**config.mk**
```make
export PLATFORM = sky130hd
export DESIGN_NAME = miniCoreRegFile
export DESIGN_NICKNAME = d
export VERILOG_FILES = /design/src/logic/miniCoreRegFile.sv
export SDC_FILE = /design/constraint.sdc
export NUM_CORES = 2
export LEC_CHECK = 0
export ABC_AREA = 1
export BUFFER_PORTS_ARGS = -buffer_cell sky130_fd_sc_hd__clkbuf_2
export CAP_MARGIN = 20
export CORE_ASPECT_RATIO = 1.5
export CORE_MARGIN = 5
export CORE_UTILIZATION = 35
export DETAILED_ROUTE_END_ITERATION = 6
export PLACE_DENSITY = 0.55
export SLEW_MARGIN = 20
export SYNTH_ARGS = -nofsm -noshare
export SYNTH_HDL_FRONTEND = slang
export SYNTH_SLANG_ARGS = --single-unit
```
**constraint.sdc**
```tcl
create_clock -name Clock -period 3.4 [get_ports Clock]
set_input_delay 0.51 -clock Clock [delete_from_list [all_inputs] [get_ports Clock]]
set_output_delay 0.51 -clock Clock [all_outputs]
set_load 0.05 [all_outputs]
```
**src/logic/miniCoreRegFile.sv**
```systemverilog
`timescale 1ns/100ps

module miniCoreRegFile (
    input  logic        Clock,
    input  logic        rstN,
    input  logic [4:0]  regSrc1Q101,
    input  logic [4:0]  regSrc2Q101,
    input  logic        regWrEnQ104,
    input  logic [4:0]  regDstQ104,
    input  logic [31:0] wbDataQ104,
    output logic [31:0] regData1Q101,
    output logic [31:0] regData2Q101
);

logic [31:0] regs [1:31]; // x0 has no storage
logic        wrActive;

assign wrActive = regWrEnQ104 && (regDstQ104 != 5'd0);

always_ff @(posedge Clock) begin
    if (!rstN) begin
        for (int i = 1; i < 32; i++) begin
            regs[i] <= '0;
        end
    end else if (wrActive) begin
        regs[regDstQ104] <= wbDataQ104;
    end
end

// x0 first, then write-through, then array
assign regData1Q101 = (regSrc1Q101 == 5'd0)                   ? '0         :
                      (wrActive && (regDstQ104 == regSrc1Q101)) ? wbDataQ104 : regs[regSrc1Q101];
assign regData2Q101 = (regSrc2Q101 == 5'd0)                   ? '0         :
                      (wrActive && (regDstQ104 == regSrc2Q101)) ? wbDataQ104 : regs[regSrc2Q101];

endmodule

```
==> key figures <==
Power
  – Sw Ratio: 0.296
  – Clk pwr share: 0.363
  – Part of the power in registers: 0.461
  – Comb pwr share: 0.176
  – Peak supply drop: around 380 uV
  – PwrDens: between 400 and 500 nW/um2
  – Pleak: between 0.02 and 0.03 uW
  – Net Switching: between 9000 and 10000 uW
  – Int Pwr: 22700 uW

Synth
  – Yosys reg bits: 1024
  – Share of the synthesized area in the top cell type: 0.527
  – EDFF count, synth: 1024
  – Post-Syn Area: between 50000 and 60000 um2
  – Largest family of logic cells by synthesized area: simple AND/OR/NAND/NOR gates
  – Synth area leader: edfxtp_1
  – Mapped Cells: 7412
  – Netlist cell types: 28
  – Post-Synth Adder-Cell Area: 0
  – Compound-Gate Fraction of Synth Area: 0.0837
  – Xor-xnor portion of the synthesized cell area: 0.00120
  – Mean post-synth cell area: about 7.9 um2
  – Register area share after synthesis: 0.527
  – Post-synth top flop: edfxtp_1
  – Count leader, synth: nand2_1
  – Simple-gate share of the synthesized area: 0.300
  – Mux cell area share after synthesis: 0
  – Ys Warns: 0
  – Ys async rst share: 0
  – Synth top area cells: edfxtp_1 53%, nand2_1 11%, nor2_1 8.9%
  – Top cells by count, synth: 1767 x nand2_1, 1389 x nor2_1, 1031 x nand3_1

Flow run
  – Max-cap violations: 0

Die
  – Die height: approximately 510 um
  – Die ar.: around 180000 um2
  – Ports: ~110
  – Core area: 166000 um2
  – Die Span X: about 340 um
  – Initial core utilization: 0.352
  – FP Rows: between 150 and 200

Cells and area
  – Max FFs per register: roughly 1000
  – Share of cells above drive strength 1: 0.101
  – Largest regs: regs x1024
  – Most flops, register: regs
  – P&R area growth vs syn: 15.7%
  – Non-Filler Instances: about 9700
  – Nets: approximately 7400
  – Final core occ: 0.407

Route
  – Final antenna-violating net count: 0
  – DRT iter0 DRCs: 6970
  – Routed vias/inst: around 5.7
  – DRC viols: 0
  – Routed wire length per instance: between 20 and 30 um
  – Total Wirelength: approximately 260000 um
  – Detailed-route via count: ~55000
  – First-pass DRT Iterations: 6

Clock tree
  – CTS tree: yes
  – Max Root-Sink Buffers: 3
  – Max H-tree Level: 3
  – Clock sinks: 1024
  – TritonCTS Buffers: ~100
  – Setup bufs post-CTS: 0
  – Clock transition at path regs: around 0.060 ns
  – Root Driver: clkbuf_16

Worst setup path
  – Crit-path most repeated cell: nand2_1
  – Crit Path Class: in -> out
  – Cell family with most CP delay: buffers and inverters
  – CP bufs+invs: 5
  – Slowest CP cell: a21oi_2
  – CP Launch Type: primary input
  – CP Data Arrival Time: roughly 2.8 ns
  – Crit path cell chain: buf_8 -> inv_8 -> buf_12 -> nand2_1 -> nand2_1 -> nand2_1 -> nand3_1 -> nand3_1 -> nand3_1 -> nand2_1 -> a21oi_2 -> buf_4 -> buf_12
  – CP required: 2.89 ns
  – CP Capture Type: output pin
  – CP peak stage delay: approximately 0.39 ns
  – Peak fanout along the critical path: between 40 and 50

Place
  – DP HPWL: between 150000 and 200000 um
  – Placer congestion estimate: between 0.9 and 1
  – Inst Count DP: roughly 9500
  – Buffers on Ports: ~110

Global route
  – Largest net degree at the start of global routing: 96
  – Vias in the first global route: 51800
  – Initial antenna violation count: 3
  – Gr usage total: 0.284
  – Overflow after GRT: 0
  – First-pass GRT wire length: ~360000 um

Timing
  – Final Cycle Share: 0.985
  – Final hold vios: 0
  – Pins over their slew limit: 0
  – Worst-Margin Slew: ~1.1 ns
  – Fmax: between 200 and 300 MHz
  – Max_slew headroom: 0.298
  – Setup-failing EPs final: 0
  – Min Tclk post-route: 3.35 ns
  – RSZ-0062 raised after global routing: no

Outcome
  – Status: complete, no violations

Hold path
  – Worst hold path type: in -> reg
cell families (layout without fill, tap and decap cells):
group	Yosys count	count (layout)
other	1	33
buffers and inverters	1249	1271
AND/OR/NAND/NOR	4257	4257
AO/OA/AOI/OAI	873	873
flip-flops	1024	1024
XOR/XNOR	8	8
per-layer routing:
metal | global-route usage | up-vias | share of wire
met4 | 0.200 | 6 | 0.086
met5 | 0 | - | 0.00014
met2 | 0.458 | 3737 | 0.45
li1 | - | 24200 | -
met1 | 0.340 | 26400 | 0.35
met3 | 0.0548 | 932 | 0.11
power by group through the flow:
stage	Sequential, uW	Clock, uW	Combinational [uW]
3_5_place_dp	15100	0	5530
5_1_grt	14900	12300	5970
6_report	14900	11700	5660
4_1_cts	14900	11800	5570
3_3_place_gp	15100	0	5500
2_1_floorplan	15000	0	3020
per-stage QoR:
step	power [uW]	instance area, um2	setup slack, ns	hold slack (ns)	setup TNS [ns]
floorplan	18100	58500	0.503	0.609	0
global placement	20600	64000	-0.348	0.717	-1.17
detailed placement	20700	64000	-0.389	0.720	-1.62
CTS	32200	67500	0.0175	0.00949	0
global route	33200	67500	0.0241	0.0442	0
finish	32200	67500	0.0505	0.0639	0
layout make-up:
type,count,area [um2]
fill,16600,98300
sequential,1024,30700
multi-input combinational,5170,22800
timing repair buffer,474,5530
tap,2220,2780
clock buffer,116,2690
inverter,607,2310
clock inverter,74,637
antenna,1,2.50
repair_timing:
| item | 4_1_cts | 5_1_grt |
|---|---|---|
| hold buffers | 17 | 0 |
| resized for setup | 4 | 2 |
| endpoints found under the setup margin | 20 | 9 |
| hold endpoints to repair | 17 | 0 |
path summary, 6_finish.rpt:
path,startpoint,endpoint,slack [ns],cells after the start
worst max-delay path,regSrc1Q101[0],regData1Q101[16],0.05,13
worst min-delay path,wbDataQ104[30],regs[0][30],0.06,1
cell usage in the layout, fill, tap and decap left out, types with 2 or more instances in the layout:
master and instances:
a21oi_1 264, clkinv_2 19, nor2_4 5, xor2_1 3, nand2_4 7, nand4_1 3, nor2_1 1385, inv_6 4
inv_2 10, conb_1 32, o21ai_1 21, or2_2 46, buf_6 2, buf_12 160, o21ai_0 379, nand3_1 1031
clkbuf_16 106, edfxtp_1 1024, dlygate4sd3_1 17, inv_8 3, clkinv_1 31, nand2_1 1715, a21oi_2 3, clkbuf_1 10
bufinv_16 9, clkbuf_2 43, nand2_2 56, clkinvlp_4 7, o211ai_1 205, xnor2_1 4, inv_4 2, buf_4 249
buf_8 3, nor3_2 7, inv_1 590, clkinv_4 4
Note: power is estimated with default switching activity, not from simulation.
