$ cat src/logic/miniCorePkg.sv
package miniCorePkg;

    // ----------------------------------------
    // RV32I major opcodes, bits [6:0]
    // ----------------------------------------
    typedef enum logic [6:0] {
        LUI    = 7'b0110111,
        AUIPC  = 7'b0010111,
        JAL    = 7'b1101111,
        JALR   = 7'b1100111,
        BRANCH = 7'b1100011,
        LOAD   = 7'b0000011,
        STORE  = 7'b0100011,
        I_OP   = 7'b0010011,
        R_OP   = 7'b0110011,
        FENCE  = 7'b0001111,
        SYSTEM = 7'b1110011  // Decoded as a plain no-op here
    } t_opcode;

    typedef enum logic [3:0] {
        ADD, SUB, SLL, SLT, SLTU, XOR, SRL, SRA, OR, AND
    } t_aluOp;

    // Branch condition, taken straight from funct3
    typedef enum logic [2:0] {
        BEQ  = 3'b000,
        BNE  = 3'b001,
        BLT  = 3'b100,
        BGE  = 3'b101,
        BLTU = 3'b110,
        BGEU = 3'b111
    } t_branchType;

    typedef enum logic [2:0] {
        I_TYPE,
        S_TYPE,
        B_TYPE,
        U_TYPE,
        J_TYPE
    } t_immediate;

    // Write-back source in Q104
    typedef enum logic [1:0] {
        WB_ALU,
        WB_DMEM,
        WB_PC4
    } t_wbSel;

    localparam logic [31:0] NOP = 32'h0000_0013; // addi x0,x0,0

endpackage

$ cat src/logic/miniCoreExecute.sv
`timescale 1ns/100ps

module miniCoreExecute
    import miniCorePkg::*;
(
    input  logic        Clock,
    input  logic        rstN,
    input  logic        readyQ102,
    input  logic        readyQ103,
    input  logic [31:0] regData1Q101,
    input  logic [31:0] regData2Q101,
    input  logic [31:0] immediateQ101,
    input  logic [31:0] pcQ102,
    input  t_aluOp      aluOpQ102,
    input  logic        luiQ102,
    input  t_branchType branchOpQ102,
    input  logic        selAluPcQ102,
    input  logic        selAluImmQ102,
    input  logic        selNextPcAluOutBQ102,
    input  logic [4:0]  regSrc1Q102,
    input  logic [4:0]  regSrc2Q102,
    input  logic [4:0]  regDstQ103,
    input  logic        regWrEnQ103,
    input  logic [4:0]  regDstQ104,
    input  logic        regWrEnQ104,
    input  logic [31:0] wbDataQ104,
    output logic [31:0] aluOutQ102,
    output logic        branchCondMetQ102,
    output logic [31:0] aluOutQ103,
    output logic [31:0] storeDataQ103
);

logic [31:0] regData1Q102, regData2Q102, immediateQ102;
logic [31:0] src1Q102, src2Q102;
logic [31:0] aluIn1Q102, aluIn2Q102;
logic        condQ102;

always_ff @(posedge Clock) begin
    if (readyQ102) begin
        regData1Q102  <= regData1Q101;
        regData2Q102  <= regData2Q101;
        immediateQ102 <= immediateQ101;
    end
end

// ----------------------------------------
// Forwarding, youngest producer first
// ----------------------------------------
assign src1Q102 = (regWrEnQ103 && (regDstQ103 != 5'd0) && (regDstQ103 == regSrc1Q102)) ?
                  aluOutQ103 :
                  (regWrEnQ104 && (regDstQ104 != 5'd0) && (regDstQ104 == regSrc1Q102)) ?
                  wbDataQ104 : regData1Q102;
assign src2Q102 = (regWrEnQ103 && (regDstQ103 != 5'd0) && (regDstQ103 == regSrc2Q102)) ?
                  aluOutQ103 :
                  (regWrEnQ104 && (regDstQ104 != 5'd0) && (regDstQ104 == regSrc2Q102)) ?
                  wbDataQ104 : regData2Q102;

assign aluIn1Q102 = selAluPcQ102  ? pcQ102        : src1Q102; // JAL, branch, AUIPC
assign aluIn2Q102 = selAluImmQ102 ? immediateQ102 : src2Q102;

// ALU
always_comb begin
    case (aluOpQ102)
        SUB:     aluOutQ102 = aluIn1Q102 - aluIn2Q102;
        SLL:     aluOutQ102 = aluIn1Q102 << aluIn2Q102[4:0];
        SLT:     aluOutQ102 = {31'b0, $signed(aluIn1Q102) < $signed(aluIn2Q102)};
        SLTU:    aluOutQ102 = {31'b0, aluIn1Q102 < aluIn2Q102};
        XOR:     aluOutQ102 = aluIn1Q102 ^ aluIn2Q102;
        SRL:     aluOutQ102 = aluIn1Q102 >> aluIn2Q102[4:0];
        SRA:     aluOutQ102 = $signed(aluIn1Q102) >>> aluIn2Q102[4:0];
        OR:      aluOutQ102 = aluIn1Q102 | aluIn2Q102;
        AND:     aluOutQ102 = aluIn1Q102 & aluIn2Q102;
        default: aluOutQ102 = aluIn1Q102 + aluIn2Q102;
    endcase
    if (luiQ102) begin
        aluOutQ102 = immediateQ102; // Upper immediate as is
    end
end

// Branch compare on forwarded operands
always_comb begin
    case (branchOpQ102)
        BEQ:     condQ102 = (src1Q102 == src2Q102);
        BNE:     condQ102 = (src1Q102 != src2Q102);
        BLT:     condQ102 = ($signed(src1Q102) <  $signed(src2Q102));
        BGE:     condQ102 = ($signed(src1Q102) >= $signed(src2Q102));
        BLTU:    condQ102 = (src1Q102 <  src2Q102);
        BGEU:    condQ102 = (src1Q102 >= src2Q102);
        default: condQ102 = 1'b0;
    endcase
end

assign branchCondMetQ102 = selNextPcAluOutBQ102 && condQ102;

// Result and store data into Q103
always_ff @(posedge Clock) begin
    if (!rstN) begin
        aluOutQ103    <= '0; // Quiet bus address out of reset
        storeDataQ103 <= '0;
    end else if (readyQ103) begin
        aluOutQ103    <= aluOutQ102;
        storeDataQ103 <= src2Q102;
    end
end

endmodule

$ cat config.mk
export PLATFORM = sky130hd
export DESIGN_NAME = miniCoreExecute
export DESIGN_NICKNAME = d
export VERILOG_FILES = /design/src/logic/miniCorePkg.sv /design/src/logic/miniCoreExecute.sv
export SDC_FILE = /design/constraint.sdc
export NUM_CORES = 1
export LEC_CHECK = 0
export BUFFER_PORTS_ARGS = -buffer_cell sky130_fd_sc_hd__buf_2
export CAP_MARGIN = 20
export CORE_MARGIN = 10
export CORE_UTILIZATION = 25
export CTS_BUF_LIST = sky130_fd_sc_hd__clkbuf_4 sky130_fd_sc_hd__clkbuf_8 sky130_fd_sc_hd__clkbuf_16
export CTS_CLUSTER_DIAMETER = 100
export DETAILED_ROUTE_END_ITERATION = 16
export GPL_TIMING_DRIVEN = 0
export MAX_ROUTING_LAYER = met4
export PLACE_DENSITY = 0.47
export SYNTH_ARGS = -nofsm -noshare
export SYNTH_HDL_FRONTEND = slang
export SYNTH_SLANG_ARGS = --single-unit
export TNS_END_PERCENT = 100
$ cat constraint.sdc
create_clock -name Clock -period 13.4 [get_ports Clock]
set_input_delay 0 -clock Clock [delete_from_list [all_inputs] [get_ports Clock]]
set_output_delay 0 -clock Clock [all_outputs]
set_load 0.03 [all_outputs]
==> impl_metrics.py <==
metrics = {
    "status": {
        "status": "finished clean",
    },
    "routing": {
        "viasPerCell": 5.86,
        "dr.pass1.iters": 6,
        "wire_per_inst_um": 32.6,
        "routed_wl_mm": 123,
        "drc": 0,
        "drt_iter0_drc": 2387,
        "ant_nets": 0,
        "vias": 22100,
    },
    "clock_tree": {
        "clock_sinks": 160,
        "clk_pin_slew_ns": 0.08,
        "h-tree-depth": 4,
        "insertion_delay_ns": 0.47,
        "cts_made_buffers": 17,
        "cts_max_path_buffers": 2,
        "cts_tree": "built",
        "cts_setup_buffers": 0,
        "root_buffer": "clkbuf_16",
    },
    "worst_setup_path": {
        "cp_slowest_stage_delay_ns": 1.07,
        "arrival_ns": 8.49,
        "crit_fanout": 10,
        "crit_family": "compound AO/OA/AOI/OAI gates",
        "cp.required_ns": 13.40,
        "cp_cell_sequence": "buf_2 > xnor2_1 > nand3_1 > nor3_1 > buf_1 > buf_1 > mux2i_1 > o21ai_0 > inv_1 > o21ai_0 > ha_1 > inv_1 > a221oi_1 > or3_1 > o21ai_0 > a21bo_2 > o21ai_0 > a2111oi_0 > mux2i_1 > a211oi_1 > o21ai_1 > and2_1 > buf_2",
        "crit_buf_inv": 6,
        "cp-end-kind": "output port",
        "slowest_stage": "o21ai_0",
        "cpMostUsedCell": "o21ai_0",
        "critPathKind": "input port to output port",
        "cp-start-kind": "input port",
    },
    "flow_run": {
        "max_cap_violations": 0,
    },
    "logic_synthesis": {
        "netlist_area_mm2": 0.0188,
        "avgSynthCellArea_um2": 7.93,
        "yosysWarningCount": 0,
        "ys_async_sr_fraction_pct": 0,
        "ys_types": 115,
        "synth_seq_cells": 160,
        "syn_inst": 2364,
        "synth_fp_nets": 2691,
        "synth_edf_count": 96,
        "seq_area_frac_synth_pct": 22.2,
        "synth_ff_type": "edfxtp_1",
    },
    "grt": {
        "grt_pass1_wl_mm": 170,
        "grt_max_degree": 64,
        "grt_usage_pct": 28.1,
        "antenna_found_initial": 7,
        "grt-ovfl-total": 0,
        "grt_pass1_vias": 22100,
    },
    "timing": {
        "maxSlewHeadroom_pct": 8.08,
        "fmax_mhz": 118,
        "setup-violations-final": 0,
        "hold_violations": 0,
        "min_period_ns": 8.49,
        "finClkSkew_ns": 0.0172,
        "whs_ns": 0.0222,
        "finalCritPeriodShare_pct": 63.3,
        "rsz0062_at_grt": "false",
        "drv_slew": 0,
        "worst_slew_pin_slew_ns": 1.36,
        "tns_ns": 0,
    },
    "floorplanning": {
        "placementRows": 100,
        "dieArea_mm2": 0.0864,
        "coreArea_mm2": 0.0744,
        "die_x_um": 294,
        "start_util_pct": 25.2,
        "num_io_pins": 294,
        "die_h_um": 294,
    },
    "pwr": {
        "power.density_mw_per_mm2": 108,
        "irDropWorstVdd_v": 0.0000985,
        "power.static_leakage_nw": 9.45,
    },
    "place": {
        "place_congestion": 1.06,
        "dp_hpwl_mm": 101,
        "portBuffers": 290,
    },
    "final_layout": {
        "drive_gt1_share_pct": 17.0,
        "syn2layout_area_growth_pct": 23.3,
        "nNetsFinal": 3108,
    },
    "worst_hold_path": {
        "hp-class": "input port to flop",
    },
}
==> Yosys cell counts (9+ instances only) <==
cell type / count / area share, %
a221o_1: 21 / 1.1
o21a_1: 19 / 0.76
mux2i_1: 203 / 11
nand3_1: 53 / 1.4
o21ai_0: 165 / 4.4
nor4_1: 22 / 0.73
a221oi_1: 28 / 1.3
nand2_1: 208 / 4.2
edfxtp_1: 96 / 15
a21o_1: 23 / 0.92
a21oi_1: 134 / 3.6
o221ai_1: 13 / 0.61
buf_4: 15 / 0.60
xnor2_1: 39 / 1.8
a22oi_1: 11 / 0.44
a32o_1: 13 / 0.69
a31oi_1: 39 / 1.3
and2_1: 24 / 0.80
o21ai_1: 9 / 0.24
o31ai_1: 22 / 0.88
nor2b_1: 31 / 1.0
ha_1: 128 / 8.5
nor3_1: 66 / 1.8
nand2b_1: 34 / 1.1
or3_1: 12 / 0.40
buf_2: 36 / 0.96
o22ai_1: 17 / 0.57
dfxtp_1: 64 / 6.8
and3_1: 12 / 0.40
a211oi_1: 47 / 1.9
clkbuf_1: 111 / 2.2
buf_6: 11 / 0.66
nor2_1: 188 / 3.8
o211ai_1: 29 / 1.2
mux2_2: 9 / 0.54
a311oi_1: 18 / 0.84
o21bai_1: 15 / 0.60
a2111oi_0: 20 / 0.93
inv_1: 152 / 3.0
nand4_1: 18 / 0.60
==> layout by cell type (no fill, tap or decap), drive strengths merged, types with 13 or more instances in the layout <==
cell	count
buf	369
nand2	210
mux2i	204
nor2	191
o21ai	176
inv	166
a21oi	135
clkbuf	129
ha	128
dlygate4sd3	96
edfxtp	96
nor3	70
dfxtp	64
nand3	54
a211oi	51
xnor2	40
a31oi	39
nand2b	34
a221oi	32
nor2b	31
o211ai	30
and2	25
o31ai	24
nor4	24
a21o	23
a2111oi	23
a221o	21
o21a	20
a311oi	19
nand4	18
o22ai	17
o21bai	15
o221ai	13
a32o	13
==> where the power goes <==
group          internal, mW  total [mW]  switching (mW)  leakage (nW)
Sequential            0.564       0.603          0.0390          1.47
Combinational         0.412        1.36           0.947          7.68
Clock                 0.269       0.525           0.256         0.302
Total                  1.25        2.49            1.24          9.45
==> stage by stage <==
step	std cells	utilization, %	setup slack, ns	area [um^2]	power, mW
final	3768	31.1	4.91	23100	2.49
after floorplan	2364	-	8.08	18800	1.36
after global routing	3768	31.1	4.70	23100	2.57
after global placement	3623	28.8	4.47	21400	1.91
after detailed placement	3632	28.9	5.24	21500	1.89
after CTS	3760	31.0	5.21	23100	2.44
==> area by class of cell <==
cell class | count | area, um^2
Fill cell | 8035 | 51300
Clock inverter | 15 | 189
Buffer | 180 | 860
Clock buffer | 17 | 425
Timing Repair Buffer | 398 | 2520
Antenna cell | 5 | 12.5
Multi-Input combinational cell | 1866 | 13100
Tap cell | 969 | 1210
Inverter | 158 | 598
Sequential cell | 160 | 4160
==> flip-flops by register name (all words and copies together), names as in the netlist <==
signal         flops
aluOutQ103        32
immediateQ102     32
regData1Q102      32
regData2Q102      32
storeDataQ103     32
==> cells by family (layout without fill, tap and decap cells) <==
family / count (synthesis) / count (layout) / synth area share (%)
and+or+nand+nor: 705 / 705 / 17.9
buffers and inverters: 338 / 768 / 7.77
AOI/OAI and AO/OA: 768 / 768 / 29.1
adders and majority gates: 130 / 130 / 8.75
DFF: 160 / 160 / 22.2
other: 0 / 5 / 0
xor gates and xnor gates: 45 / 45 / 2.14
muxes: 218 / 218 / 12.1
==> worst paths after layout <==
| kind | slack, ns | from | to | depth (start not counted) |
|---|---|---|---|---|
| setup / recovery | 4.91 | regDstQ104[4] | aluOutQ102[31] | 23 |
| hold / removal | 0.02 | readyQ102 | regData2Q102[29] | 1 |
| setup reg to reg | 5.60 | aluOutQ103[4] | aluOutQ103[31] | 16 |
| hold reg to reg | 0.51 | storeDataQ103[22] | storeDataQ103[22] | 2 |
==> repair_timing <==
| action | 4_1_cts | 5_1_grt |
|---|---|---|
| hold buffers | 96 | 0 |
| resized for setup | 0 | 0 |
| hold endpoints to repair | 96 | 0 |
==> routing by layer <==
metal,routed length (um),global-route usage (%),share of wire (%)
met2,55400,43.9,45
met1,50600,34.3,41
met4,7460,15.1,6.1
met3,9430,4.79,7.7
met5,0,-,0
No activity file was read; power rests on OpenSTA's default activity.
