--- src/logic/miniCorePkg.sv ---
package miniCorePkg;

    // ----------------------------------------
    // RV32I major opcodes, bits [6:0]
    // ----------------------------------------
    typedef enum logic [6:0] {
        LUI    = 7'b0110111,
        AUIPC  = 7'b0010111,
        JAL    = 7'b1101111,
        JALR   = 7'b1100111,
        BRANCH = 7'b1100011,
        LOAD   = 7'b0000011,
        STORE  = 7'b0100011,
        I_OP   = 7'b0010011,
        R_OP   = 7'b0110011,
        FENCE  = 7'b0001111,
        SYSTEM = 7'b1110011  // Decoded as a plain no-op here
    } t_opcode;

    typedef enum logic [3:0] {
        ADD, SUB, SLL, SLT, SLTU, XOR, SRL, SRA, OR, AND
    } t_aluOp;

    // Branch condition, taken straight from funct3
    typedef enum logic [2:0] {
        BEQ  = 3'b000,
        BNE  = 3'b001,
        BLT  = 3'b100,
        BGE  = 3'b101,
        BLTU = 3'b110,
        BGEU = 3'b111
    } t_branchType;

    typedef enum logic [2:0] {
        I_TYPE,
        S_TYPE,
        B_TYPE,
        U_TYPE,
        J_TYPE
    } t_immediate;

    // Write-back source in Q104
    typedef enum logic [1:0] {
        WB_ALU,
        WB_DMEM,
        WB_PC4
    } t_wbSel;

    localparam logic [31:0] NOP = 32'h0000_0013; // addi x0,x0,0

endpackage

--- src/logic/miniCoreMemWb.sv ---
`timescale 1ns/100ps

module miniCoreMemWb
    import miniCorePkg::*;
(
    input  logic        Clock,
    input  logic        rstN,
    input  logic        readyQ104,
    input  logic [31:0] pcQ103,
    input  logic [31:0] aluOutQ103,
    input  logic [31:0] storeDataQ103,
    input  logic        dMemRdEnQ103,
    input  logic        dMemWrEnQ103,
    input  logic [3:0]  dMemByteEnQ103,
    input  logic        signExtQ104,
    input  logic [3:0]  byteEnQ104,
    input  t_wbSel      wbSelQ104,
    input  logic [31:0] dMemRdData,
    output logic        dMemRdEn,
    output logic        dMemWrEn,
    output logic [31:0] dMemAddr,
    output logic [31:0] dMemWrData,
    output logic [3:0]  dMemByteEn,
    output logic [31:0] wbDataQ104
);

logic [1:0]  offsetQ103;
logic [1:0]  offsetQ104;
logic [31:0] aluOutQ104, pc4Q104, rdDataQ104;
logic [31:0] shiftedQ104;
logic [31:0] loadDataQ104;

// ----------------------------------------
// Q103 bus drive
// ----------------------------------------
assign offsetQ103 = aluOutQ103[1:0];
assign dMemRdEn   = dMemRdEnQ103;
assign dMemWrEn   = dMemWrEnQ103;
assign dMemAddr   = aluOutQ103;
assign dMemWrData = storeDataQ103 << {offsetQ103, 3'b000}; // Move into byte lane
assign dMemByteEn = dMemByteEnQ103 << offsetQ103;

// Sampled on the edge that completes the access
always_ff @(posedge Clock) begin
    if (!rstN) begin
        aluOutQ104 <= '0;
        pc4Q104    <= '0;
        offsetQ104 <= '0;
        rdDataQ104 <= '0;
    end else if (readyQ104) begin
        aluOutQ104 <= aluOutQ103;
        pc4Q104    <= pcQ103 + 32'd4; // Link value
        offsetQ104 <= offsetQ103;
        rdDataQ104 <= dMemRdData;
    end
end

// ----------------------------------------
// Q104 load format and write-back
// ----------------------------------------
assign shiftedQ104 = rdDataQ104 >> {offsetQ104, 3'b000}; // Lane down to bit 0

always_comb begin
    case (byteEnQ104)
        4'b0001: loadDataQ104 = {{24{signExtQ104 && shiftedQ104[7]}}, shiftedQ104[7:0]};
        4'b0011: loadDataQ104 = {{16{signExtQ104 && shiftedQ104[15]}}, shiftedQ104[15:0]};
        default: loadDataQ104 = shiftedQ104; // Word
    endcase
end

always_comb begin
    case (wbSelQ104)
        WB_DMEM: wbDataQ104 = loadDataQ104;
        WB_PC4:  wbDataQ104 = pc4Q104;
        default: wbDataQ104 = aluOutQ104;
    endcase
end

endmodule

--- config.mk ---
export PLATFORM = sky130hd
export DESIGN_NAME = miniCoreMemWb
export DESIGN_NICKNAME = d
export VERILOG_FILES = /design/src/logic/miniCorePkg.sv /design/src/logic/miniCoreMemWb.sv
export SDC_FILE = /design/constraint.sdc
export NUM_CORES = 1
export LEC_CHECK = 0
export BUFFER_PORTS_ARGS = -buffer_cell sky130_fd_sc_hd__buf_4
export CAP_MARGIN = 10
export CORE_MARGIN = 5
export CORE_UTILIZATION = 25
export DETAILED_ROUTE_END_ITERATION = 8
export GPL_ROUTABILITY_DRIVEN = 1
export PLACE_DENSITY_LB_ADDON = 0.2
export SLEW_MARGIN = 20
export SYNTH_ARGS = -nofsm -noshare
export SYNTH_HDL_FRONTEND = slang
export SYNTH_SLANG_ARGS = --single-unit
export TNS_END_PERCENT = 50
--- constraint.sdc ---
create_clock -name Clock -period 4.1 [get_ports Clock]
set_clock_uncertainty 0.2 [all_clocks]
set_input_delay 0.615 -clock Clock [delete_from_list [all_inputs] [get_ports Clock]]
set_output_delay 0.615 -clock Clock [all_outputs]
set_load 0.05 [all_outputs]
==> results.cfg, run 1 <==
[cts]
cts-root-buf = clkbuf_16
cts_max_level = 3
cts-resized-gates = 0
post_cts_buffers = 0
numCtsBuffers = 9
cts_sinks = 96
cts_hold_buf = 0
clk_latency_ns = 0.35
clkTransAtPathRegs_ns = 0.07
tritoncts = done
clk_path_buf_depth = 2

[min_path]
whs_path_depth = 2
hold_end = pc4Q104[2]
min_from = pcQ103[2]
hold_class = in2reg

[setup_path]
cp_num_buf_inv = 2
worstPathMaxFanout = 8
max_stage_delay_ns = 0.84
crit_path_frequent_cell = buf_4
startpoint_type = input pin
required_ns = 3.28
worstRegToRegCells = 3
reg2reg_to = offsetQ104[0]
endpoint_kind = output port
rr_startpoint = offsetQ104[0]
crit_path_cell_trace = buf_4 -> nor3b_1 -> and4b_1 -> a21oi_1 -> o221ai_1 -> buf_4
crit_family = simple AND/OR/NAND/NOR gates
slowest_stage = nor3b_1
crit_type = in2out
critPathArrivalTime_ns = 2.62
r2r_slack_ns = 2.71

[sta]
max_freq_mhz = 290.9
finalCriticalPeriod_ns = 3.437
holdWs_ns = 0.2770
max_slew_margin = 0.3065
hold_violations = 0
post-route-period-util = 0.8383
final.setup.tns_ns = 0
rsz0062_at_grt = no
tightestPinTransition_ns = 1.038
report.final.slew_viol_count = 0
setup_viol = 0

[placement]
place_congestion = 0.8380
post_dp_cell_area_sq_um = 7859
place_hpwl_mm = 18.79
io_buffer_count = 241
dp.cells = 1228

[synth]
synth_edf_count = 0
synth_nets = 895
post_synth_xor_area_fraction = 0.01734
yosysWarnings = 0
ys_seq_elements = 96
syn-cell-area_sq_um = 6060
async_reset_ff_frac = 0
ys_types = 45
synthFlopType = dfxtp_1
synthAdderAreaFrac = 0.006195
synthMuxAreaShare = 0.1755
seq_area_frac_synth = 0.3172
avgSynthCellArea_sq_um = 8.101
synth_compound_area_frac = 0.1829
synth-simple-area-share = 0.2125
syn_inst = 748
synth_top_family_by_area = simple AND/OR/NAND/NOR gates

[global_route]
antenna_found_initial = 0
grt_util_all_layers = 0.1688
grt_max_degree = 55
grt_pass1_vias = 6038
grt-ovfl-total = 0
grt_pass1_wl_mm = 36.58

[floorplanning]
die_area_sq_um = 27450
core-area_sq_um = 24110
row_count = 57
ioPinCount = 246
fp.dieW_um = 165.7
die_h_um = 165.7
initial_core_util = 0.2514

[power_and_ir_drop]
ir_worst_vdd_mv = 0.1943
cellLeakagePower_nw = 3.577
power.density_nw_per_um2 = 348.3

[drt]
ant_nets = 0
routedWlPerCell_um = 19.39
via_per_inst = 4.830
post-route-drc-count = 0
vias = 6008
wirelength_mm = 24.12
drtIter0Drc = 398
first_pass_iters = 6

[cells_and_area]
nets = 1062
instances_no_fill = 1244
final_area_sq_um = 8177
area_delta_synth_final_pct = 34.94
n_antenna_cell = 0
final_cell_mix = buf_4, dfxtp_1, mux2i_1
layout_commonest_cell = buf_4
layout-drive-gt1-share = 0.3098

[flow_run]
maxCapViolCount = 0

[outcome]
status = finished, final reports clean
synthesized netlist by cell type, types with 12 or more instances:
| master | count | area, sq um |
|---|---|---|
| dfxtp_1 | 96 | 1922 |
| mux2i_1 | 95 | 950.9 |
| nor2_1 | 90 | 337.8 |
| nand2_1 | 47 | 176.4 |
| a21oi_1 | 42 | 210.2 |
| clkbuf_1 | 40 | 150.1 |
| o21ai_0 | 35 | 175.2 |
| buf_4 | 34 | 255.2 |
| nor2b_1 | 33 | 206.5 |
| a22oi_1 | 17 | 127.6 |
| a31oi_1 | 17 | 106.4 |
| a211oi_1 | 16 | 120.1 |
| and2_1 | 15 | 93.84 |
| buf_1 | 12 | 45.04 |
| nor3_1 | 12 | 60.06 |
| o221ai_1 | 12 | 105.1 |
worst max path at each step:
stage	start	to	depth (start not counted)
floorplan	wbSelQ104[0]	wbDataQ104[2]	5
global placement	byteEnQ104[3]	wbDataQ104[22]	6
detailed placement	byteEnQ104[3]	wbDataQ104[22]	6
CTS	byteEnQ104[3]	wbDataQ104[9]	6
global route	aluOutQ104[1]	wbDataQ104[22]	5
finish	byteEnQ104[3]	wbDataQ104[9]	6
sequential cells by signal, summed over array words and instances (netlist names):
signal,count
aluOutQ104,31
rdDataQ104,32
pc4Q104,32
offsetQ104,1
cells by family (layout without fill, tap and decap cells):
logic type,Yosys count,count (layout)
simple gates,260,260
compound gates,168,168
buf+inv,105,277
mux,104,104
flops,96,96
xor+xnor,12,12
fa+ha+maj,3,3
per-stage QoR:
step / setup WS [ns] / total power (W) / utilization
final: 0.6628 / 0.002848 / 0.3392
after global routing: 0.6075 / 0.002986 / 0.3392
after CTS: 0.6626 / 0.002890 / 0.3392
after detailed placement: 0.6745 / 0.001971 / 0.3260
after global placement: 0.6625 / 0.001971 / 0.3260
after floorplan: 0.7920 / 0.001636 / -
power by group:
part	internal (W)	leakage, nW	switching [W]
clock network	0.000511	0.156	0.000393
logic	0.000329	2.63	0.000567
registers	0.000992	0.794	0.0000560
total	0.00183	3.58	0.00102
cell type report:
class / count / area, sq um
Clock buffer: 11 / 252.7
Sequential cell: 96 / 1922
Timing Repair Buffer: 253 / 1899
Clock inverter: 5 / 65.06
Tap cell: 324 / 405.4
Multi-Input combinational cell: 547 / 3602
Inverter: 8 / 30.03
Fill cell: 2630 / 15930
per-layer routing:
metal  routed length [um]  part of all wire  global-route usage
met5                    0                 0                   0
met4                  539             0.022             0.05022
met3                 1720             0.071             0.04766
met2                11540              0.48              0.2800
met1                10320              0.43              0.2143
No activity file was read; power rests on OpenSTA's default activity.
==> run 2: changes to the inputs <==
- clock period: 4.1 -> 3.1 ns (I/O delays scaled with it)
==> run 2 against run 1 <==
Against the previous run:
- critical path depth decreased by 1
- register-to-register slack got worse by 0.98 ns
- largest power group unchanged
- sequential power increased by 32%
- die area unchanged
- count of clock-buffer cells in the layout unchanged
==> results.cfg, run 2 (synthesized netlist as in run 1, its figures left out) <==
[power_and_ir_drop]
power.density_nw_per_um2 = 457.2
ir_worst_vdd_mv = 0.2212
cellLeakagePower_nw = 3.608

[cts]
cts-root-buf = clkbuf_16
tritoncts = done
clk_path_buf_depth = 2
cts_hold_buf = 0
cts_max_level = 3
clkTransAtPathRegs_ns = 0.07
clk_latency_ns = 0.35
numCtsBuffers = 9
cts_sinks = 96

[global_route]
grt_pass1_vias = 5944
grt_max_degree = 66
antenna_found_initial = 1
grt_pass1_wl_mm = 36.71
grt-ovfl-total = 0
grt_util_all_layers = 0.1704

[drt]
via_per_inst = 4.897
drtIter0Drc = 402
met1_length_mm = 10.74
met2_length_mm = 11.41
wirelength_mm = 24.26
routedWlPerCell_um = 19.46
highest_layer = met5
vias = 6106
wl_met3_mm = 1.457
post-route-drc-count = 0
ant_nets = 0
first_pass_iters = 5

[sta]
post-route-period-util = 0.9555
tightestPinTransition_ns = 0.6683
final.setup.tns_ns = 0
max_freq_mhz = 337.6
hold_violations = 0
setup_ws_ns = 0.1379
max_slew_margin = 0.5544
setup_viol = 0
report.final.slew_viol_count = 0
rsz0062_at_grt = no
finalCriticalPeriod_ns = 2.962

[setup_path]
required_ns = 2.43
worstPathMaxFanout = 8
crit_path_cell_trace = mux4_2 -> and4b_1 -> a21oi_1 -> o221ai_1 -> buf_4
max_stage_delay_ns = 0.56
startpoint_type = flip-flop
crit_type = reg2out
critPathArrivalTime_ns = 2.30
endpoint_kind = output port
slowest_stage = mux4_2

[placement]
io_buffer_count = 241
dp_slack_ns = 0.06920
place_congestion = 0.8384
place_hpwl_mm = 18.81

[outcome]
status = finished, final reports clean

[floorplanning]
row_count = 57
ioPinCount = 246
die_area_sq_um = 27450
core-area_sq_um = 24110
initial_core_util = 0.2514
fp.dieW_um = 165.7
die_h_um = 165.7

[cells_and_area]
nets = 1065
area_delta_synth_final_pct = 35.99
n_antenna_cell = 0
multiInputGateArea_sq_um = 3607
fill_cells = 2615
reg.largest.list = pc4Q104 (32), rdDataQ104 (32), aluOutQ104 (31)
layout_commonest_cell = buf_4
layout-drive-gt1-share = 0.3120
register_area_sq_um = 1922
final_cell_mix = buf_4, dfxtp_1, mux2i_1

[flow_run]
maxCapViolCount = 0

[min_path]
hold_class = in2reg
[run 2: cell types whose count changed in the layout (fill, tap and decap cells not counted), sizes merged]
cell / previous run / this run
clkinv: 4 / 2
buf: 253 / 256
inv: 8 / 10
[run 2: what timing repair did]
action                     CTS  global route
resized for setup            1             0
hold endpoints to repair     0             0
setup endpoints to repair   16             0
buffers inserted             2             0
[run 2: worst paths after layout]
check | from | depth (start not counted) | slack (ns) | endpoint
setup / recovery | offsetQ104[0] | 5 | 0.14 | wbDataQ104[12]
hold / removal | pcQ103[2] | 2 | 0.12 | pc4Q104[2]
setup reg to reg | offsetQ104[0] | 3 | 1.73 | offsetQ104[0]
hold reg to reg | aluOutQ104[25] | 2 | 0.29 | aluOutQ104[25]
[run 2: through the flow]
step | cell area (sq um) | utilization | total power [W] | cells | hold slack [ns]
4_1_cts | 8240 | 0.3418 | 0.003810 | 1247 | 0.1077
2_1_floorplan | 6060 | - | 0.002164 | 748 | 0.2520
3_5_place_dp | 7916 | 0.3284 | 0.002616 | 1229 | 0.2821
5_1_grt | 8240 | 0.3418 | 0.003943 | 1247 | 0.1135
6_report | 8240 | 0.3418 | 0.003767 | 1247 | 0.1211
3_3_place_gp | 7916 | 0.3284 | 0.002615 | 1229 | 0.2689
[run 2: routing by layer]
| layer | global-route usage | up-vias |
|---|---|---|
| li1 | - | 3018 |
| met1 | 0.2238 | 2831 |
| met2 | 0.2763 | 224 |
| met3 | 0.04075 | 31 |
| met4 | 0.05595 | 2 |
| met5 | 0 | - |
[run 2: cell type report]
class                           count  area share
Clock buffer                       11     0.02946
Clock inverter                      5    0.007440
Inverter                            8    0.003644
Tap cell                          324     0.04920
Multi-Input combinational cell    547      0.4377
Timing Repair Buffer              256      0.2393
Sequential cell                    96      0.2332
[run 2: critical path: cells and delay by family (launching register included)]
family	cells	cell delay, ns
muxes	1	0.56
and+or+nand+nor	1	0.30
AOI/OAI and AO/OA	2	0.40
buffers and inverters	1	0.23
DFF	1	0.46
[run 2: power breakdown]
part	switching, W	total [W]	internal (W)
Clock	0.000525	0.00118	0.000655
Sequential	0.0000767	0.00139	0.00131
Combinational	0.000752	0.00120	0.000447
Total	0.00135	0.00377	0.00241
