## config.mk

```make
export PLATFORM = sky130hd
export DESIGN_NAME = miniCoreCtrl
export DESIGN_NICKNAME = d
export VERILOG_FILES = /design/src/logic/miniCorePkg.sv /design/src/logic/miniCoreCtrl.sv
export SDC_FILE = /design/constraint.sdc
export NUM_CORES = 1
export LEC_CHECK = 0
export BUFFER_PORTS_ARGS = -buffer_cell sky130_fd_sc_hd__buf_2
export CORE_ASPECT_RATIO = 1.5
export CORE_MARGIN = 5
export CORE_UTILIZATION = 45
export DETAILED_ROUTE_END_ITERATION = 8
export PLACE_DENSITY_LB_ADDON = 0.2
export RECOVER_POWER = 100
export REMOVE_ABC_BUFFERS = 1
export SETUP_SLACK_MARGIN = 0.05
export SYNTH_ARGS = -nofsm -noshare
export SYNTH_HDL_FRONTEND = slang
export SYNTH_SLANG_ARGS = --single-unit
```

## constraint.sdc

```tcl
create_clock -name Clock -period 2.95 [get_ports Clock]
set_input_delay 0.4425 -clock Clock [delete_from_list [all_inputs] [get_ports Clock]]
set_output_delay 0.4425 -clock Clock [all_outputs]
set_load 0.03 [all_outputs]
```

## src/logic/miniCorePkg.sv

```systemverilog
package miniCorePkg;

    // ----------------------------------------
    // RV32I major opcodes, bits [6:0]
    // ----------------------------------------
    typedef enum logic [6:0] {
        LUI    = 7'b0110111,
        AUIPC  = 7'b0010111,
        JAL    = 7'b1101111,
        JALR   = 7'b1100111,
        BRANCH = 7'b1100011,
        LOAD   = 7'b0000011,
        STORE  = 7'b0100011,
        I_OP   = 7'b0010011,
        R_OP   = 7'b0110011,
        FENCE  = 7'b0001111,
        SYSTEM = 7'b1110011  // Decoded as a plain no-op here
    } t_opcode;

    typedef enum logic [3:0] {
        ADD, SUB, SLL, SLT, SLTU, XOR, SRL, SRA, OR, AND
    } t_aluOp;

    // Branch condition, taken straight from funct3
    typedef enum logic [2:0] {
        BEQ  = 3'b000,
        BNE  = 3'b001,
        BLT  = 3'b100,
        BGE  = 3'b101,
        BLTU = 3'b110,
        BGEU = 3'b111
    } t_branchType;

    typedef enum logic [2:0] {
        I_TYPE,
        S_TYPE,
        B_TYPE,
        U_TYPE,
        J_TYPE
    } t_immediate;

    // Write-back source in Q104
    typedef enum logic [1:0] {
        WB_ALU,
        WB_DMEM,
        WB_PC4
    } t_wbSel;

    localparam logic [31:0] NOP = 32'h0000_0013; // addi x0,x0,0

endpackage

```

## src/logic/miniCoreCtrl.sv

```systemverilog
`timescale 1ns/100ps

module miniCoreCtrl
    import miniCorePkg::*;
(
    input  logic        Clock,
    input  logic        rstN,
    input  logic [31:0] preInstructionQ101,
    input  logic [31:0] pcQ101,
    input  logic        branchCondMetQ102,   // Already qualified by branch opcode
    input  logic        dMemReady,
    output logic        readyQ100,
    output logic        readyQ101,
    output logic        readyQ102,
    output logic        readyQ103,
    output logic        readyQ104,
    output logic        selNextPcAluOutQ102,
    output logic [31:0] immediateQ101,
    output logic [4:0]  regSrc1Q101,
    output logic [4:0]  regSrc2Q101,
    // Execute control
    output logic [31:0] pcQ102,
    output t_aluOp      aluOpQ102,
    output logic        luiQ102,
    output t_branchType branchOpQ102,
    output logic        selAluPcQ102,
    output logic        selAluImmQ102,
    output logic        selNextPcAluOutBQ102,
    output logic [4:0]  regSrc1Q102,
    output logic [4:0]  regSrc2Q102,
    // Memory stage control
    output logic [31:0] pcQ103,
    output logic [4:0]  regDstQ103,
    output logic        regWrEnQ103,
    output logic        dMemRdEnQ103,
    output logic        dMemWrEnQ103,
    output logic [3:0]  dMemByteEnQ103,
    // Write-back control
    output logic [4:0]  regDstQ104,
    output logic        regWrEnQ104,
    output logic        signExtQ104,
    output logic [3:0]  byteEnQ104,
    output t_wbSel      wbSelQ104
);

logic        coreFreeze;
logic        loadHazardQ101;
logic        flushQ102;
logic        flushQ103;
logic        killQ101;
logic        validQ101;
logic [31:0] instructionQ101;
t_opcode     opcodeQ101;
logic [2:0]  funct3Q101;
logic [6:0]  funct7Q101;
t_immediate  immTypeQ101;
t_aluOp      aluOpQ101;
logic [3:0]  byteEnQ101;
t_wbSel      wbSelQ101;
logic        jumpQ102;
logic [4:0]  regDstQ102;
logic        regWrEnQ102, dMemRdEnQ102, dMemWrEnQ102, signExtQ102;
logic [3:0]  byteEnQ102;
t_wbSel      wbSelQ102;
logic        rawRegWrEnQ103, rawDMemRdEnQ103, rawDMemWrEnQ103, signExtQ103;
t_wbSel      wbSelQ103;
logic        rawRegWrEnQ104;
logic        validQ102, validQ103, validQ104;

// ----------------------------------------
// Hazards and flush
// ----------------------------------------
// Load in Q102 feeding the word in Q101
assign loadHazardQ101 = validQ102 && dMemRdEnQ102 && (regDstQ102 != 5'd0) &&
                        ((preInstructionQ101[19:15] == regDstQ102) ||
                         (preInstructionQ101[24:20] == regDstQ102));

assign selNextPcAluOutQ102 = validQ102 && (jumpQ102 || branchCondMetQ102);
assign flushQ102           = selNextPcAluOutQ102; // Two younger words are dead
assign killQ101            = flushQ102 || flushQ103 || loadHazardQ101;
assign instructionQ101     = killQ101 ? NOP : preInstructionQ101;
assign validQ101           = readyQ101 && !killQ101;

// ----------------------------------------
// Decode in Q101
// ----------------------------------------
assign opcodeQ101  = t_opcode'(instructionQ101[6:0]);
assign funct3Q101  = instructionQ101[14:12];
assign funct7Q101  = instructionQ101[31:25];
assign regSrc1Q101 = instructionQ101[19:15];
assign regSrc2Q101 = instructionQ101[24:20];

always_comb begin
    aluOpQ101 = ADD; // Address and target math
    if ((opcodeQ101 == R_OP) || (opcodeQ101 == I_OP)) begin
        case (funct3Q101)
            3'b000:  aluOpQ101 = ((opcodeQ101 == R_OP) && funct7Q101[5]) ? SUB : ADD;
            3'b001:  aluOpQ101 = SLL;
            3'b010:  aluOpQ101 = SLT;
            3'b011:  aluOpQ101 = SLTU;
            3'b100:  aluOpQ101 = XOR;
            3'b101:  aluOpQ101 = funct7Q101[5] ? SRA : SRL; // SRAI too
            3'b110:  aluOpQ101 = OR;
            default: aluOpQ101 = AND;
        endcase
    end
end

// Access size, zero for non-memory ops
always_comb begin
    byteEnQ101 = 4'b0000;
    if ((opcodeQ101 == LOAD) || (opcodeQ101 == STORE)) begin
        case (funct3Q101[1:0])
            2'b00:   byteEnQ101 = 4'b0001;
            2'b01:   byteEnQ101 = 4'b0011;
            2'b10:   byteEnQ101 = 4'b1111;
            default: byteEnQ101 = 4'b0000;
        endcase
    end
end

assign wbSelQ101 = ((opcodeQ101 == JAL) || (opcodeQ101 == JALR)) ? WB_PC4  :
                   (opcodeQ101 == LOAD)                          ? WB_DMEM :
                                                                   WB_ALU;

// Immediate format, then the value
always_comb begin
    case (opcodeQ101)
        LUI, AUIPC: immTypeQ101 = U_TYPE;
        JAL:        immTypeQ101 = J_TYPE;
        BRANCH:     immTypeQ101 = B_TYPE;
        STORE:      immTypeQ101 = S_TYPE;
        default:    immTypeQ101 = I_TYPE; // JALR, LOAD, I_OP
    endcase
    case (immTypeQ101)
        U_TYPE:  immediateQ101 = {instructionQ101[31:12], 12'b0};
        S_TYPE:  immediateQ101 = {{20{instructionQ101[31]}}, instructionQ101[31:25],
                                  instructionQ101[11:7]};
        B_TYPE:  immediateQ101 = {{20{instructionQ101[31]}}, instructionQ101[7],
                                  instructionQ101[30:25], instructionQ101[11:8], 1'b0};
        J_TYPE:  immediateQ101 = {{12{instructionQ101[31]}}, instructionQ101[19:12],
                                  instructionQ101[20], instructionQ101[30:21], 1'b0};
        default: immediateQ101 = {{20{instructionQ101[31]}}, instructionQ101[31:20]};
    endcase
end

// ----------------------------------------
// Back-pressure
// ----------------------------------------
assign coreFreeze = !dMemReady; // Memory not done, whole pipe holds
assign readyQ104  = !coreFreeze;
assign readyQ103  = !coreFreeze;
assign readyQ102  = !coreFreeze;
assign readyQ101  = !coreFreeze && !loadHazardQ101; // Bubble goes to Q102
assign readyQ100  = readyQ101;

// ----------------------------------------
// Control pipe
// ----------------------------------------
always_ff @(posedge Clock) begin
    if (readyQ102) begin
        pcQ102               <= pcQ101;
        aluOpQ102            <= aluOpQ101;
        luiQ102              <= (opcodeQ101 == LUI);
        branchOpQ102         <= t_branchType'(funct3Q101);
        selAluPcQ102         <= (opcodeQ101 == JAL) || (opcodeQ101 == BRANCH) ||
                                (opcodeQ101 == AUIPC);
        selAluImmQ102        <= (opcodeQ101 != R_OP); // Only reg-reg uses rs2
        selNextPcAluOutBQ102 <= (opcodeQ101 == BRANCH);
        jumpQ102             <= (opcodeQ101 == JAL) || (opcodeQ101 == JALR);
        regSrc1Q102          <= regSrc1Q101;
        regSrc2Q102          <= regSrc2Q101;
        regDstQ102           <= instructionQ101[11:7];
        regWrEnQ102          <= (opcodeQ101 == LUI)  || (opcodeQ101 == AUIPC) ||
                                (opcodeQ101 == JAL)  || (opcodeQ101 == JALR)  ||
                                (opcodeQ101 == LOAD) || (opcodeQ101 == I_OP)  ||
                                (opcodeQ101 == R_OP) || (opcodeQ101 == FENCE);
        dMemRdEnQ102         <= (opcodeQ101 == LOAD);
        dMemWrEnQ102         <= (opcodeQ101 == STORE);
        signExtQ102          <= !funct3Q101[2]; // LB/LH, not LBU/LHU
        byteEnQ102           <= byteEnQ101;
        wbSelQ102            <= wbSelQ101;
    end
    if (readyQ103) begin
        pcQ103          <= pcQ102;
        regDstQ103      <= regDstQ102;
        rawRegWrEnQ103  <= regWrEnQ102;
        rawDMemRdEnQ103 <= dMemRdEnQ102;
        rawDMemWrEnQ103 <= dMemWrEnQ102;
        dMemByteEnQ103  <= byteEnQ102;
        signExtQ103     <= signExtQ102;
        wbSelQ103       <= wbSelQ102;
    end
    if (readyQ104) begin
        regDstQ104     <= regDstQ103;
        rawRegWrEnQ104 <= rawRegWrEnQ103;
        signExtQ104    <= signExtQ103;
        byteEnQ104     <= dMemByteEnQ103;
        wbSelQ104      <= wbSelQ103;
    end
end

// Valid bits and flush shadow
always_ff @(posedge Clock) begin
    if (!rstN) begin
        validQ102 <= 1'b0;
        validQ103 <= 1'b0;
        validQ104 <= 1'b0;
        flushQ103 <= 1'b0;
    end else begin
        if (readyQ102) begin
            validQ102 <= validQ101;
        end
        if (readyQ103) begin
            validQ103 <= validQ102;
            flushQ103 <= flushQ102;
        end
        if (readyQ104) begin
            validQ104 <= validQ103;
        end
    end
end

// Bubbles never touch memory or registers
assign regWrEnQ103  = validQ103 && rawRegWrEnQ103;
assign dMemRdEnQ103 = validQ103 && rawDMemRdEnQ103;
assign dMemWrEnQ103 = validQ103 && rawDMemWrEnQ103;
assign regWrEnQ104  = validQ104 && readyQ104 && rawRegWrEnQ104; // Write once, on release

endmodule

```

==> flow_metrics.env <==
export IMPL_antenna_found_initial=0
export IMPL_grt_pass1_vias=3833
export IMPL_maxCapViolations=0
export IMPL_dp_hpwl_mm=9.57
export IMPL_endpoint_kind="output port"
export IMPL_yosysUniqueCellTypes=46
export IMPL_worst_skew_pair_late_latency_ns=0.40
export IMPL_fin_crit_ns=2.86
export IMPL_vias=3810
export IMPL_wl_per_cell_um=17.9
export IMPL_cpLargestDelayFamily="simple AND/OR/NAND/NOR gates"
export IMPL_seqPwrFrac_pct=43.3
export IMPL_final_cell_mix="edfxtp_1 (126), clkbuf_1 (118), buf_2 (66), clkbuf_2 (37), nor2_1 (28)"
export IMPL_cts_made_buffers=17
export IMPL_critPathBufInv=3
export IMPL_p_clk_share_pct=40.1
export IMPL_p_leak_nw=2.74
export IMPL_swShare_pct=27.3
export IMPL_core_sq_mm=0.0115
export IMPL_crit_path_max_incr_delay_ns=0.44
export IMPL_cts_path_max_buffers=2
export IMPL_ys_flop_type="edfxtp_1"
export IMPL_holdBufCountCts=0
export IMPL_placedCellCount=707
export IMPL_timing_hold_ws_ns=0.218
export IMPL_rows=48
export IMPL_port_buffers=225
export IMPL_die_h_um=143
export IMPL_internal_power_mw=3.73
export IMPL_setup_viol=0
export IMPL_synth_area_per_cell_sq_um=14.8
export IMPL_viasPerCell=5.07
export IMPL_finalCritPeriodShare_pct=96.9
export IMPL_antenna_cells=0
export IMPL_synthArstFlopShare_pct=0
export IMPL_root_buffer="clkbuf_16"
export IMPL_final_common_cell="edfxtp_1"
export IMPL_clock_sink_count=130
export IMPL_status="completed"
export IMPL_rsz0062_at_grt="true"
export IMPL_ant_nets=0
export IMPL_worst_pin_slew_ns=1.45
export IMPL_fin_util_pct=61.5
export IMPL_path_max_fanout=7
export IMPL_path_cells="or3_4 > o311a_4 > a21boi_4 > buf_4 > clkbuf_16 > and3_1 > clkbuf_2"
export IMPL_crit_required_ns=2.51
export IMPL_place_gp_congestion=0.890
export IMPL_grt_ovfl_total=0
export IMPL_syn_to_final_growth_pct=34.4
export IMPL_grt_pass1_wl_mm=20.1
export IMPL_irDropWorstVdd_mv=0.411
export IMPL_drive_gt1_share_pct=28.9
export IMPL_dr_pass1_iters=5
export IMPL_remaining_drc_errors=0
export IMPL_tritoncts="built"
export IMPL_drt_iter0_drc=190
export IMPL_fin_cells=752
export IMPL_clkTransAtPathRegs_ns=0.05
export IMPL_setup_tns_ns=0
export IMPL_slowest_stage="edfxtp_1"
export IMPL_total_power_mw=5.14
export IMPL_synth_edf_count=126
export IMPL_grt_max_degree=63
export IMPL_fin_nets=665
export IMPL_powerDensity_mw_per_mm2=724
export IMPL_totalWireLength_mm=13.4
export IMPL_grtUsageTotal_pct=18.3
export IMPL_slew_viol_final=0
export IMPL_fin_ws_ns=0.0927
export IMPL_comb_power_share_pct=16.5
export IMPL_cp_arrival_ns=2.41
export IMPL_netSwitchingPower_mw=1.40
export IMPL_path_class="reg -> out"
export IMPL_pre_cts_slack_ns=0.113
export IMPL_synth_warnings=0
export IMPL_final_cell_area_sq_mm=0.00709
export IMPL_hold_path_class="in -> reg"
export IMPL_dpl_cell_area_sq_mm=0.00645
export IMPL_synth_area_sq_mm=0.00528
export IMPL_max_clock_freq_mhz=350
export IMPL_pin_count=226
export IMPL_clock_skew_ns=0.00941
export IMPL_yosys_register_bits=130
export IMPL_final_hold_viol_count=0
export IMPL_maxSlewHeadroom_pct=3.10
export IMPL_start_util_pct=45.8
export IMPL_start_kind="flip-flop"
export IMPL_ys_seq_area_share_pct=73.2
export IMPL_synthCells=357
export IMPL_fp_dieW_um=98.4
export IMPL_die_area_sq_mm=0.0140
export IMPL_htreeDepth=4
==> registers in the layout (all words and copies together) (netlist names), 2 cells and up <==
signal and flops:
aluOpQ102 4, branchOpQ102 3, byteEnQ102 3, byteEnQ104 3
dMemByteEnQ103 3, pcQ102 32, pcQ103 32, regDstQ102 5
regDstQ103 5, regDstQ104 5, regSrc1Q102 5, regSrc2Q102 5
wbSelQ102 2, wbSelQ103 2, wbSelQ104 2
==> layout make-up <==
cell class	count	area [sq um]
Fill cell	1000	4440
Sequential cell	130	3860
Timing Repair Buffer	248	1220
Multi-Input combinational cell	191	1220
Clock buffer	17	425
Tap cell	150	188
Clock inverter	13	165
Inverter	3	11.3
==> power groups by stage <==
stage	combinational (mW)	sequential [mW]	clock (mW)
finish	0.850	2.23	2.06
global route	0.900	2.24	2.19
CTS	0.828	2.22	2.10
detailed placement	0.814	2.26	0
global placement	0.805	2.25	0
floorplan	0.284	2.47	0
==> cells in the mapped netlist (2+ instances only) <==
master | number | area [sq um]
o22ai_1 | 2 | 12.5
a21oi_1 | 24 | 120
nor3b_1 | 2 | 15.0
xnor2_1 | 10 | 87.6
buf_6 | 4 | 45.0
a22oi_1 | 4 | 30.0
nand3_1 | 15 | 75.1
and3_1 | 12 | 75.1
o22a_1 | 2 | 17.5
or3_1 | 3 | 18.8
a31oi_1 | 2 | 12.5
mux2i_1 | 3 | 30.0
buf_2 | 3 | 15.0
dfxtp_1 | 4 | 80.1
buf_4 | 17 | 128
nor2b_1 | 3 | 18.8
o211ai_1 | 3 | 22.5
nand2_1 | 18 | 67.6
o21ai_0 | 3 | 15.0
nor2_1 | 29 | 109
ha_1 | 6 | 75.1
and2_1 | 24 | 150
o31ai_1 | 3 | 22.5
nor3_1 | 4 | 20.0
inv_1 | 2 | 7.51
edfxtp_1 | 126 | 3780
clkbuf_1 | 8 | 30.0
nor4_1 | 3 | 18.8
==> per-layer routing <==
metal | wire [um] | vias to the layer above | part of all wire [%] | global-route usage (%)
met4 | 285 | 0 | 2.1 | 8.42
met5 | 0 | - | 0 | 0
met1 | 4880 | 1808 | 36 | 19.6
met3 | 1010 | 18 | 7.5 | 5.13
met2 | 7260 | 194 | 54 | 33.4
li1 | - | 1790 | - | -
==> final timing paths <==
kind / from / to / slack, ns / cells after the start
max: regDstQ102[1] / immediateQ101[5] / 0.09 / 7
min: pcQ101[18] / pcQ102[18] / 0.22 / 1
max reg2reg: regDstQ102[1] / aluOpQ102[2] / 0.11 / 12
min reg2reg: byteEnQ102[0] / dMemByteEnQ103[0] / 0.42 / 0
==> logic make-up after synthesis <==
kind of cell | Yosys count | synth area share (%)
mux | 3 | 0.569
simple gates | 119 | 11.8
xor+xnor | 10 | 1.66
fa+ha+maj | 6 | 1.42
flops | 130 | 73.2
buf+inv | 36 | 4.41
compound gates | 53 | 6.90
==> what timing repair did <==
item	in CTS	in global routing
buffers inserted	2	11
pin swaps	1	2
gates cloned	0	2
resized for setup	5	25
endpoints found under the setup margin	17	32
endpoints found under the hold margin	0	0
No activity file was read; power rests on OpenSTA's default activity.
